[config.mk]
export PLATFORM = sky130hd
export DESIGN_NAME = paCore
export DESIGN_NICKNAME = d
export VERILOG_FILES = /design/src/logic/paCorePkg.sv /design/src/logic/laneOpIf.sv /design/src/logic/issueIf.sv /design/src/logic/cacheLoadShifter.sv /design/src/logic/instructionCache.sv /design/src/logic/bundleSplitter.sv /design/src/logic/instructionDecoder.sv /design/src/logic/registerFile.sv /design/src/logic/arithmeticUnit.sv /design/src/logic/paCore.sv
export SDC_FILE = /design/constraint.sdc
export NUM_CORES = 2
export LEC_CHECK = 0
export ABC_AREA = 1
export BUFFER_PORTS_ARGS = -buffer_cell sky130_fd_sc_hd__buf_4
export CORE_MARGIN = 5
export CORE_UTILIZATION = 30
export DETAILED_ROUTE_END_ITERATION = 6
export GPL_ROUTABILITY_DRIVEN = 0
export PLACE_DENSITY_LB_ADDON = 0.08
export SLEW_MARGIN = 30
export SYNTH_ARGS = -nofsm -noshare
export SYNTH_HDL_FRONTEND = slang
export SYNTH_SLANG_ARGS = --single-unit
export TNS_END_PERCENT = 5
[constraint.sdc]
create_clock -name clock_i -period 26.7 [get_ports clock_i]
set_input_delay 4.005 -clock clock_i [delete_from_list [all_inputs] [get_ports clock_i]]
set_output_delay 4.005 -clock clock_i [all_outputs]
set_load 0.05 [all_outputs]
[src/logic/paCorePkg.sv]
package paCorePkg;

	//////////////////////////////
	// datapath geometry
	//////////////////////////////
	localparam int dataWidth = 16;
	localparam int regAddrWidth = 5;
	localparam int regCount = 1 << regAddrWidth;
	localparam int pcWidth = 16;
	localparam int shiftByteWidth = 8;

	// icache line and bundle layout
	localparam int lineBytes = 32;
	localparam int lineWidth = lineBytes * shiftByteWidth;
	localparam int lineOffsetWidth = $clog2(lineBytes);
	localparam int cacheLines = 8;
	localparam int lineAddrWidth = $clog2(cacheLines);
	localparam int bundleBytes = 8;
	localparam int bundleWidth = bundleBytes * shiftByteWidth;
	localparam int bundleOffsetWidth = $clog2(bundleBytes);
	localparam int bundlesPerLine = lineBytes / bundleBytes;
	localparam int bundleIdxWidth = $clog2(bundlesPerLine);
	localparam int instrWidth = 32;

	//////////////////////////////
	// instruction fields
	//////////////////////////////
	localparam int opcodeMsb = 31;
	localparam int opcodeLsb = 25;
	localparam int opcodeWidth = opcodeMsb - opcodeLsb + 1;
	// set when the secondary field is an immediate
	localparam int formatBit = 24;
	localparam int primRegMsb = 23;
	localparam int primRegLsb = 19;
	localparam int secFieldMsb = 15;
	localparam int secFieldLsb = 0;

	// anything past OP_MOV decodes as a nop
	typedef enum logic [opcodeWidth-1:0] {
		OP_NOP = 7'd0,
		OP_ADD = 7'd1,
		OP_SUB = 7'd2,
		OP_AND = 7'd3,
		OP_OR = 7'd4,
		OP_XOR = 7'd5,
		OP_MOV = 7'd6
	} opcodeT;

endpackage

[src/logic/laneOpIf.sv]
`timescale 1ns/10ps

// one decoded lane op, decoder to register file
interface laneOpIf import paCorePkg::*; ();
	logic valid;
	opcodeT opcode;
	// primary is both source and destination
	logic [regAddrWidth-1:0] primReg;
	logic readPrim;
	// secondary field is a register number when set
	logic secIsReg;
	logic [dataWidth-1:0] secField;
	logic writeEnable;

	modport decoderPort (
		output valid, opcode, primReg, readPrim, secIsReg, secField, writeEnable
	);

	modport regFilePort (
		input valid, opcode, primReg, readPrim, secIsReg, secField, writeEnable
	);

endinterface

[src/logic/issueIf.sv]
`timescale 1ns/10ps

// operand-ready op, register file to alu
interface issueIf import paCorePkg::*; ();
	logic valid;
	opcodeT opcode;
	logic [regAddrWidth-1:0] destReg;
	logic [dataWidth-1:0] operandA;
	logic [dataWidth-1:0] operandB;

	modport regFilePort (
		output valid, opcode, destReg, operandA, operandB
	);

	modport aluPort (
		input valid, opcode, destReg, operandA, operandB
	);

endinterface

[src/logic/cacheLoadShifter.sv]
`timescale 1ns/10ps

module cacheLoadShifter import paCorePkg::*;
(
	input logic clock_i,
	input logic reset_i,
	input logic shiftEn_i,
	input logic isAddress_i,
	input logic shiftOutEn_i,
	input logic [shiftByteWidth-1:0] shiftData_i,
	output logic cacheWrite_o,
	output logic [lineAddrWidth-1:0] lineAddr_o,
	output logic [lineWidth-1:0] lineData_o
);

	// byte carries data or address, not a write request
	logic takeByte;

	assign takeByte = shiftEn_i && !shiftOutEn_i;

	//////////////////////////////
	// control
	//////////////////////////////
	always_ff @(posedge clock_i)
	begin
		if (reset_i)
		begin
			cacheWrite_o <= 1'b0;
			lineAddr_o <= '0;
		end
		else
		begin
			// write lands one cycle after the request
			cacheWrite_o <= shiftEn_i && shiftOutEn_i;
			// only the low bits address a line
			if (takeByte && isAddress_i)
				lineAddr_o <= shiftData_i[lineAddrWidth-1:0];
		end
	end

	// newest byte in at the top, so the first byte ends at byte 0
	always_ff @(posedge clock_i)
	begin
		if (takeByte && !isAddress_i)
			lineData_o <= {shiftData_i, lineData_o[lineWidth-1:shiftByteWidth]};
	end

endmodule

[src/logic/instructionCache.sv]
`timescale 1ns/10ps

module instructionCache import paCorePkg::*;
(
	input logic clock_i,
	input logic write_i,
	input logic [lineAddrWidth-1:0] writeAddr_i,
	input logic [lineWidth-1:0] writeLine_i,
	input logic fetchValid_i,
	input logic [pcWidth-1:0] pc_i,
	output logic [lineWidth-1:0] line_o,
	output logic lineValid_o,
	output logic [bundleIdxWidth-1:0] bundleIdx_o
);

	logic [lineWidth-1:0] mem [cacheLines];
	// line field of the pc
	logic [lineAddrWidth-1:0] fetchLine;

	assign fetchLine = pc_i[lineOffsetWidth +: lineAddrWidth];

	// loader write port
	always_ff @(posedge clock_i)
	begin
		if (write_i)
			mem[writeAddr_i] <= writeLine_i;
	end

	// registered fetch, bundle index and valid ride along
	always_ff @(posedge clock_i)
	begin
		// a line written this cycle is passed straight through
		if (write_i && writeAddr_i == fetchLine)
			line_o <= writeLine_i;
		else
			line_o <= mem[fetchLine];
		lineValid_o <= fetchValid_i;
		bundleIdx_o <= pc_i[bundleOffsetWidth +: bundleIdxWidth];
	end

endmodule

[src/logic/bundleSplitter.sv]
`timescale 1ns/10ps

module bundleSplitter import paCorePkg::*;
(
	input logic clock_i,
	input logic reset_i,
	input logic [lineWidth-1:0] line_i,
	input logic lineValid_i,
	input logic [bundleIdxWidth-1:0] bundleIdx_i,
	output logic [instrWidth-1:0] instrA_o,
	output logic [instrWidth-1:0] instrB_o,
	output logic valid_o
);

	logic [bundleWidth-1:0] bundle;

	// bundle slot within the line
	assign bundle = line_i[bundleIdx_i * bundleWidth +: bundleWidth];

	always_ff @(posedge clock_i)
	begin
		if (reset_i)
			valid_o <= 1'b0;
		else
			valid_o <= lineValid_i;
	end

	// lane a low word, lane b high word
	always_ff @(posedge clock_i)
	begin
		instrA_o <= bundle[instrWidth-1:0];
		instrB_o <= bundle[2*instrWidth-1:instrWidth];
	end

endmodule

[src/logic/instructionDecoder.sv]
`timescale 1ns/10ps

module instructionDecoder import paCorePkg::*;
(
	input logic clock_i,
	input logic reset_i,
	input logic [instrWidth-1:0] instr_i,
	input logic valid_i,
	laneOpIf.decoderPort laneOp
);

	logic [opcodeWidth-1:0] rawOp;
	opcodeT opcode;
	logic knownOp;

	assign rawOp = instr_i[opcodeMsb:opcodeLsb];

	// out of range opcodes fold onto nop
	always_comb
	begin
		if (rawOp <= OP_MOV)
			opcode = opcodeT'(rawOp);
		else
			opcode = OP_NOP;
	end

	// every known op writes its primary register
	assign knownOp = opcode != OP_NOP;

	//////////////////////////////
	// decode register
	//////////////////////////////
	always_ff @(posedge clock_i)
	begin
		if (reset_i)
			laneOp.valid <= 1'b0;
		else
			laneOp.valid <= valid_i;
	end

	always_ff @(posedge clock_i)
	begin
		laneOp.opcode <= opcode;
		laneOp.primReg <= instr_i[primRegMsb:primRegLsb];
		laneOp.secField <= instr_i[secFieldMsb:secFieldLsb];
		laneOp.writeEnable <= knownOp;
		// mov ignores its primary source
		laneOp.readPrim <= knownOp && opcode != OP_MOV;
		laneOp.secIsReg <= !instr_i[formatBit];
	end

endmodule

[src/logic/registerFile.sv]
`timescale 1ns/10ps

module registerFile import paCorePkg::*;
(
	input logic clock_i,
	input logic reset_i,
	laneOpIf.regFilePort laneOpA,
	laneOpIf.regFilePort laneOpB,
	issueIf.regFilePort issueA,
	issueIf.regFilePort issueB,
	input logic wbEnableA_i,
	input logic [regAddrWidth-1:0] wbAddrA_i,
	input logic [dataWidth-1:0] wbDataA_i,
	input logic wbEnableB_i,
	input logic [regAddrWidth-1:0] wbAddrB_i,
	input logic [dataWidth-1:0] wbDataB_i
);

	logic [dataWidth-1:0] regs [regCount];
	logic [regAddrWidth-1:0] secRegA, secRegB;
	logic [dataWidth-1:0] primReadA, secReadA, primReadB, secReadB;
	// issue stage, operands held as read
	logic issueValidA, issueValidB;
	opcodeT heldOpA, heldOpB;
	logic [regAddrWidth-1:0] heldDestA, heldDestB, heldSecRegA, heldSecRegB;
	logic [dataWidth-1:0] heldPrimA, heldSecA, heldPrimB, heldSecB;
	logic lateFwdPrimA, lateFwdSecA, lateFwdPrimB, lateFwdSecB;

	// current writeback wins over the stored value, lane b checked last
	function automatic logic [dataWidth-1:0] forwardValue(
		input logic [regAddrWidth-1:0] addr,
		input logic [dataWidth-1:0] stored
	);
		logic [dataWidth-1:0] value;
		value = stored;
		if (wbEnableA_i && wbAddrA_i == addr)
			value = wbDataA_i;
		if (wbEnableB_i && wbAddrB_i == addr)
			value = wbDataB_i;
		return value;
	endfunction

	//////////////////////////////
	// write ports, b after a
	//////////////////////////////
	always_ff @(posedge clock_i)
	begin
		if (reset_i)
		begin
			for (int i = 0; i < regCount; i++)
				regs[i] <= '0;
		end
		else
		begin
			if (wbEnableA_i)
				regs[wbAddrA_i] <= wbDataA_i;
			if (wbEnableB_i)
				regs[wbAddrB_i] <= wbDataB_i;
		end
	end

	//////////////////////////////
	// operand read
	//////////////////////////////
	assign secRegA = laneOpA.secField[regAddrWidth-1:0];
	assign secRegB = laneOpB.secField[regAddrWidth-1:0];

	// writeback seen here is two bundles back
	always_comb
	begin
		primReadA = laneOpA.readPrim ? forwardValue(laneOpA.primReg, regs[laneOpA.primReg]) : '0;
		primReadB = laneOpB.readPrim ? forwardValue(laneOpB.primReg, regs[laneOpB.primReg]) : '0;
		secReadA = laneOpA.secIsReg ? forwardValue(secRegA, regs[secRegA]) : laneOpA.secField;
		secReadB = laneOpB.secIsReg ? forwardValue(secRegB, regs[secRegB]) : laneOpB.secField;
	end

	// nops never issue
	always_ff @(posedge clock_i)
	begin
		if (reset_i)
		begin
			issueValidA <= 1'b0;
			issueValidB <= 1'b0;
		end
		else
		begin
			issueValidA <= laneOpA.valid && laneOpA.writeEnable;
			issueValidB <= laneOpB.valid && laneOpB.writeEnable;
		end
	end

	always_ff @(posedge clock_i)
	begin
		heldOpA <= laneOpA.opcode;
		heldDestA <= laneOpA.primReg;
		heldPrimA <= primReadA;
		heldSecA <= secReadA;
		heldSecRegA <= secRegA;
		lateFwdPrimA <= laneOpA.readPrim;
		lateFwdSecA <= laneOpA.secIsReg;
		heldOpB <= laneOpB.opcode;
		heldDestB <= laneOpB.primReg;
		heldPrimB <= primReadB;
		heldSecB <= secReadB;
		heldSecRegB <= secRegB;
		lateFwdPrimB <= laneOpB.readPrim;
		lateFwdSecB <= laneOpB.secIsReg;
	end

	//////////////////////////////
	// issue outputs
	//////////////////////////////
	assign issueA.valid = issueValidA;
	assign issueA.opcode = heldOpA;
	assign issueA.destReg = heldDestA;
	assign issueB.valid = issueValidB;
	assign issueB.opcode = heldOpB;
	assign issueB.destReg = heldDestB;

	// late forward covers the bundle just ahead, whose result is on wb now
	always_comb
	begin
		issueA.operandA = lateFwdPrimA ? forwardValue(heldDestA, heldPrimA) : heldPrimA;
		issueA.operandB = lateFwdSecA ? forwardValue(heldSecRegA, heldSecA) : heldSecA;
		issueB.operandA = lateFwdPrimB ? forwardValue(heldDestB, heldPrimB) : heldPrimB;
		issueB.operandB = lateFwdSecB ? forwardValue(heldSecRegB, heldSecB) : heldSecB;
	end

endmodule

[src/logic/arithmeticUnit.sv]
`timescale 1ns/10ps

module arithmeticUnit import paCorePkg::*;
(
	input logic clock_i,
	input logic reset_i,
	issueIf.aluPort issue,
	output logic wbEnable_o,
	output logic [regAddrWidth-1:0] wbAddr_o,
	output logic [dataWidth-1:0] wbData_o
);

	logic [dataWidth-1:0] result;

	// all results wrap at 16 bits
	always_comb
	begin
		case (issue.opcode)
			OP_ADD: result = issue.operandA + issue.operandB;
			OP_SUB: result = issue.operandA - issue.operandB;
			OP_AND: result = issue.operandA & issue.operandB;
			OP_OR: result = issue.operandA | issue.operandB;
			OP_XOR: result = issue.operandA ^ issue.operandB;
			OP_MOV: result = issue.operandB;
			default: result = '0;
		endcase
	end

	// writeback register
	always_ff @(posedge clock_i)
	begin
		if (reset_i)
			wbEnable_o <= 1'b0;
		else
			wbEnable_o <= issue.valid;
	end

	always_ff @(posedge clock_i)
	begin
		wbAddr_o <= issue.destReg;
		wbData_o <= result;
	end

endmodule

[src/logic/paCore.sv]
`timescale 1ns/10ps

module paCore import paCorePkg::*;
(
	input logic clock_i,
	input logic reset_i,
	input logic shiftEn_i,
	input logic isAddress_i,
	input logic shiftOutEn_i,
	input logic [shiftByteWidth-1:0] shiftData_i,
	output logic [pcWidth-1:0] pc_o,
	output logic wbEnableA_o,
	output logic wbEnableB_o,
	output logic [regAddrWidth-1:0] wbAddrA_o,
	output logic [regAddrWidth-1:0] wbAddrB_o,
	output logic [dataWidth-1:0] wbDataA_o,
	output logic [dataWidth-1:0] wbDataB_o
);

	logic fetchValid;
	// loader to cache
	logic cacheWrite;
	logic [lineAddrWidth-1:0] lineAddr;
	logic [lineWidth-1:0] lineData;
	// cache to splitter
	logic [lineWidth-1:0] fetchedLine;
	logic lineValid;
	logic [bundleIdxWidth-1:0] bundleIdx;
	// splitter to decoders
	logic [instrWidth-1:0] instrA, instrB;
	logic instrValid;

	laneOpIf laneOpA ();
	laneOpIf laneOpB ();
	issueIf issueA ();
	issueIf issueB ();

	//////////////////////////////
	// program counter
	//////////////////////////////
	// held while the loader owns the cache
	assign fetchValid = !reset_i && !shiftEn_i;

	always_ff @(posedge clock_i)
	begin
		if (reset_i)
			pc_o <= '0;
		else if (!shiftEn_i)
			pc_o <= pc_o + pcWidth'(bundleBytes);
	end

	cacheLoadShifter u_loader (.clock_i(clock_i), .reset_i(reset_i), .shiftEn_i(shiftEn_i),
		.isAddress_i(isAddress_i), .shiftOutEn_i(shiftOutEn_i), .shiftData_i(shiftData_i),
		.cacheWrite_o(cacheWrite), .lineAddr_o(lineAddr), .lineData_o(lineData));

	instructionCache u_icache (.clock_i(clock_i), .write_i(cacheWrite), .writeAddr_i(lineAddr),
		.writeLine_i(lineData), .fetchValid_i(fetchValid), .pc_i(pc_o), .line_o(fetchedLine),
		.lineValid_o(lineValid), .bundleIdx_o(bundleIdx));

	bundleSplitter u_splitter (.clock_i(clock_i), .reset_i(reset_i), .line_i(fetchedLine),
		.lineValid_i(lineValid), .bundleIdx_i(bundleIdx), .instrA_o(instrA), .instrB_o(instrB),
		.valid_o(instrValid));

	//////////////////////////////
	// lanes
	//////////////////////////////
	instructionDecoder u_decodeA (.clock_i(clock_i), .reset_i(reset_i), .instr_i(instrA),
		.valid_i(instrValid), .laneOp(laneOpA));

	instructionDecoder u_decodeB (.clock_i(clock_i), .reset_i(reset_i), .instr_i(instrB),
		.valid_i(instrValid), .laneOp(laneOpB));

	// writebacks feed the file and leave the core
	registerFile u_regFile (.clock_i(clock_i), .reset_i(reset_i), .laneOpA(laneOpA),
		.laneOpB(laneOpB), .issueA(issueA), .issueB(issueB),
		.wbEnableA_i(wbEnableA_o), .wbAddrA_i(wbAddrA_o), .wbDataA_i(wbDataA_o),
		.wbEnableB_i(wbEnableB_o), .wbAddrB_i(wbAddrB_o), .wbDataB_i(wbDataB_o));

	arithmeticUnit u_aluA (.clock_i(clock_i), .reset_i(reset_i), .issue(issueA),
		.wbEnable_o(wbEnableA_o), .wbAddr_o(wbAddrA_o), .wbData_o(wbDataA_o));

	arithmeticUnit u_aluB (.clock_i(clock_i), .reset_i(reset_i), .issue(issueB),
		.wbEnable_o(wbEnableB_o), .wbAddr_o(wbAddrB_o), .wbData_o(wbDataB_o));

endmodule

==> impl_metrics.csv <==
group,metric,value,unit
status,outcome,"finished, violations left",
status,violations,"design-rule violations",
clock_network,clk_latency,940,ps
critical_path,critPathArrivalTime,7950,ps
clock_network,cts_buffer_depth,4,
critical_path,path_class,"input pin to register",
finish,drive_gt1_share,8.366,%
yosys,synth_cells,12420,
finish,nFillCells,43550,
detailed_routing,postRouteAntennaNets,0,
power,irDropWorstVdd,0.04931,mV
floorplan,ios,73,
clock_network,clk_pin_slew,60,ps
yosys,synth_seq_area_share,63.95,%
detailed_routing,dr.pass1.iters,7,
critical_path,worstPathRequired,27310,ps
timing,slew_violations,0,
detailed_routing,wirelength,597.7,mm
yosys,synth-compound-area-share,21.24,%
yosys,yosys_warnings,0,
yosys,synthAdderAreaFrac,0.9376,%
critical_path,crit_fanout,31,
detailed_routing,wl_per_cell,32.70,µm
yosys,synth_cell_types,63,
grt,antenna_found_initial,44,
detailed_routing,drt_iter0_markers,14800,
yosys,synth_ff_type,"edfxtp_1",
clock_network,cts_made_buffers,345,
place,io_buffers,69,
detailed_routing,drc_errors,6,
finish,final_util,34.17,%
timing,tightest_slew,1173,ps
critical_path,endpoint_kind,"register",
clock_network,numClockSinks,2917,
timing,slew_headroom,21.77,%
yosys,synth_top_family_by_area,"compound AO/OA/AOI/OAI gates",
place,dpl.hpwl,355.0,mm
timing,post-route-period-util,27.49,%
run,cap_violations,0,
yosys,synth.most_common_cell,"edfxtp_1",
yosys,synthesis.area,132400,µm²
yosys,synthArstFlopShare,0,%
timing,fmax,136.3,MHz
detailed_routing,viasPerCell,5.945,
clock_network,root_buffer,"clkbuf_16",
critical_path,startpoint_type,"input pin",
yosys,synthMuxAreaShare,0,%
floorplan,start_util,30.05,%
timing,fin_worst_skew,51.87,ps
floorplan,dieArea,454700,µm²
yosys,synth-xor-area-share,0.2382,%
grt,grt-ovfl-total,0,
clock_network,postCtsHoldBufs,0,
finish,synthToLayoutAreaGrowth,13.72,%
yosys,ys_top_cells_by_count,"edfxtp_1 (2624), o21ai_0 (2466), nor2_1 (1882), clkbuf_1 (990), o22ai_1 (720)",
hold_path,hold_depth,0,
finish,fin_nets,12170,
detailed_routing,dr_total_vias,108700,
clock_network,cts_resized,0,
timing,hold_viol_final,0,
grt,grt_max_degree,183,
hold_path,hp-class,"register to register",
floorplan,core_area,440500,µm²
timing,finalCriticalPeriod,7339,ps
floorplan,die_h,674.3,µm
clock_network,post_cts_buffers,0,
clock_network,cts_tree,"built",
power,p_leak,0.04905,µW
timing,tns,0,ps
floorplan,rows,244,
yosys,ys_top_cells_by_area,"edfxtp_1 (60%), o21ai_0 (9.3%), nor2_1 (5.3%)",
grt,grt_pass1_wl,824.2,mm
yosys,netlist.area_leader.share,59.52,%
yosys,syn_area_per_cell,10.66,µm²
clock_network,h-tree-depth,5,
yosys,synth_edf_count,2624,
yosys,synth-seq-cells,2917,
yosys,synth_top_cell_by_area,"edfxtp_1",
grt,grt_pass1_vias,101900,
critical_path,r2r_cells,10,
power,power.density,76.99,nW/µm²
timing,rsz0062_at_grt,"no",
timing,setup_viol,0,
yosys,yosys.area_share.simple,9.142,%
floorplan,die_w,674.3,µm
grt,track_usage,25.17,%
-- cell usage in the layout, fill, tap and decap left out, types with 30 or more instances in the layout --
cell type and instances:
dfxtp_1 271, clkbuf_8 32, nor3_1 33, clkbuf_16 350
ha_1 96, a21oi_1 691, xor2_1 32, clkbuf_1 81
o21ai_0 2461, o211ai_1 69, nand3_1 428, edfxtp_1 2624
inv_1 391, a32oi_1 56, o221ai_1 588, a31oi_1 69
a221oi_1 51, nor2_1 1871, clkinv_1 73, o22ai_1 717
nand2_1 600, bufinv_16 30, clkinv_2 66, buf_4 341
-- area by class of cell --
class	instances	area (µm²)	share of cell area [%]
tap	5904	7387	4.907
timing repair buffer	371	3166	2.103
inverter	466	1821	1.209
sequential	2917	84720	56.27
multi-input combinational	7960	42060	27.93
antenna	27	67.56	0.04488
clock inverter	170	1829	1.215
clock buffer	463	9503	6.312
-- flip-flops by register name, indices dropped and copies added (netlist names), 13 cells and up, named ones only --
name                       flops
u_icache.mem                1856
u_regFile.regs               512
u_loader.lineData_o          256
u_splitter.instrA_o           29
u_splitter.instrB_o           29
u_aluA.wbData_o               16
u_aluB.wbData_o               16
u_decodeA.laneOp.secField     16
u_decodeB.laneOp.secField     16
u_regFile.heldPrimA           16
u_regFile.heldPrimB           16
u_regFile.heldSecA            16
u_regFile.heldSecB            16
pc_o                          13
-- cells by family after synthesis --
kind of cell,count (synthesis)
simple gates,3010
other cells,1
buf+inv,1551
compound gates,4805
flops,2917
xor+xnor,36
fa+ha+maj,98
-- worst paths after layout --
path / startpoint / end / slack [ps]
min reg2reg: u_splitter.instrA_o[0] / u_decodeA.laneOp.secField[0] / 320
max reg2reg: u_decodeA.laneOp.secField[0] / u_regFile.heldSecA[14] / 21050
min: u_splitter.instrA_o[0] / u_decodeA.laneOp.secField[0] / 320
max: reset_i / u_regFile.regs[3][1] / 19360
-- metrics by stage --
| step | total power [µW] | cells | setup slack, ps | hold WS (ps) | cell area (µm²) |
|---|---|---|---|---|---|
| global placement | 6844 | 17610 | 18660 | 310.1 | 139000 |
| finish | 11590 | 18280 | 19360 | 323.3 | 150500 |
| CTS | 11610 | 18250 | 19590 | 325.1 | 150400 |
| detailed placement | 6859 | 17620 | 18620 | 312.1 | 139100 |
| floorplan | 6096 | 12430 | 3932 | 309.6 | 132400 |
| global route | 11970 | 18270 | 19470 | 327.4 | 150500 |
-- worst max-delay path, stage by stage --
cell and delay, ps:
buf_4 260, clkinv_1 110, buf_4 590, nand2_1 420
nor3_4 810, buf_4 370, nand2_1 400, nand3_1 660
o22ai_1 150
-- layer usage --
layer  share of wire (%)  GRT usage, %  vias up
met1                  40         33.31    54840
met3                 9.4         5.586     1588
met5               0.015             0        -
li1                    -             -    45920
met2                  44         38.56     6303
met4                 6.2         13.27       14
-- where the power goes --
| part | total [µW] | switching (µW) | internal [µW] |
|---|---|---|---|
| Sequential | 5220 | 169 | 5050 |
| Clock | 4730 | 1930 | 2800 |
| Combinational | 1640 | 1260 | 383 |
| Total | 11600 | 3360 | 8230 |
No activity file was read; power rests on OpenSTA's default activity.
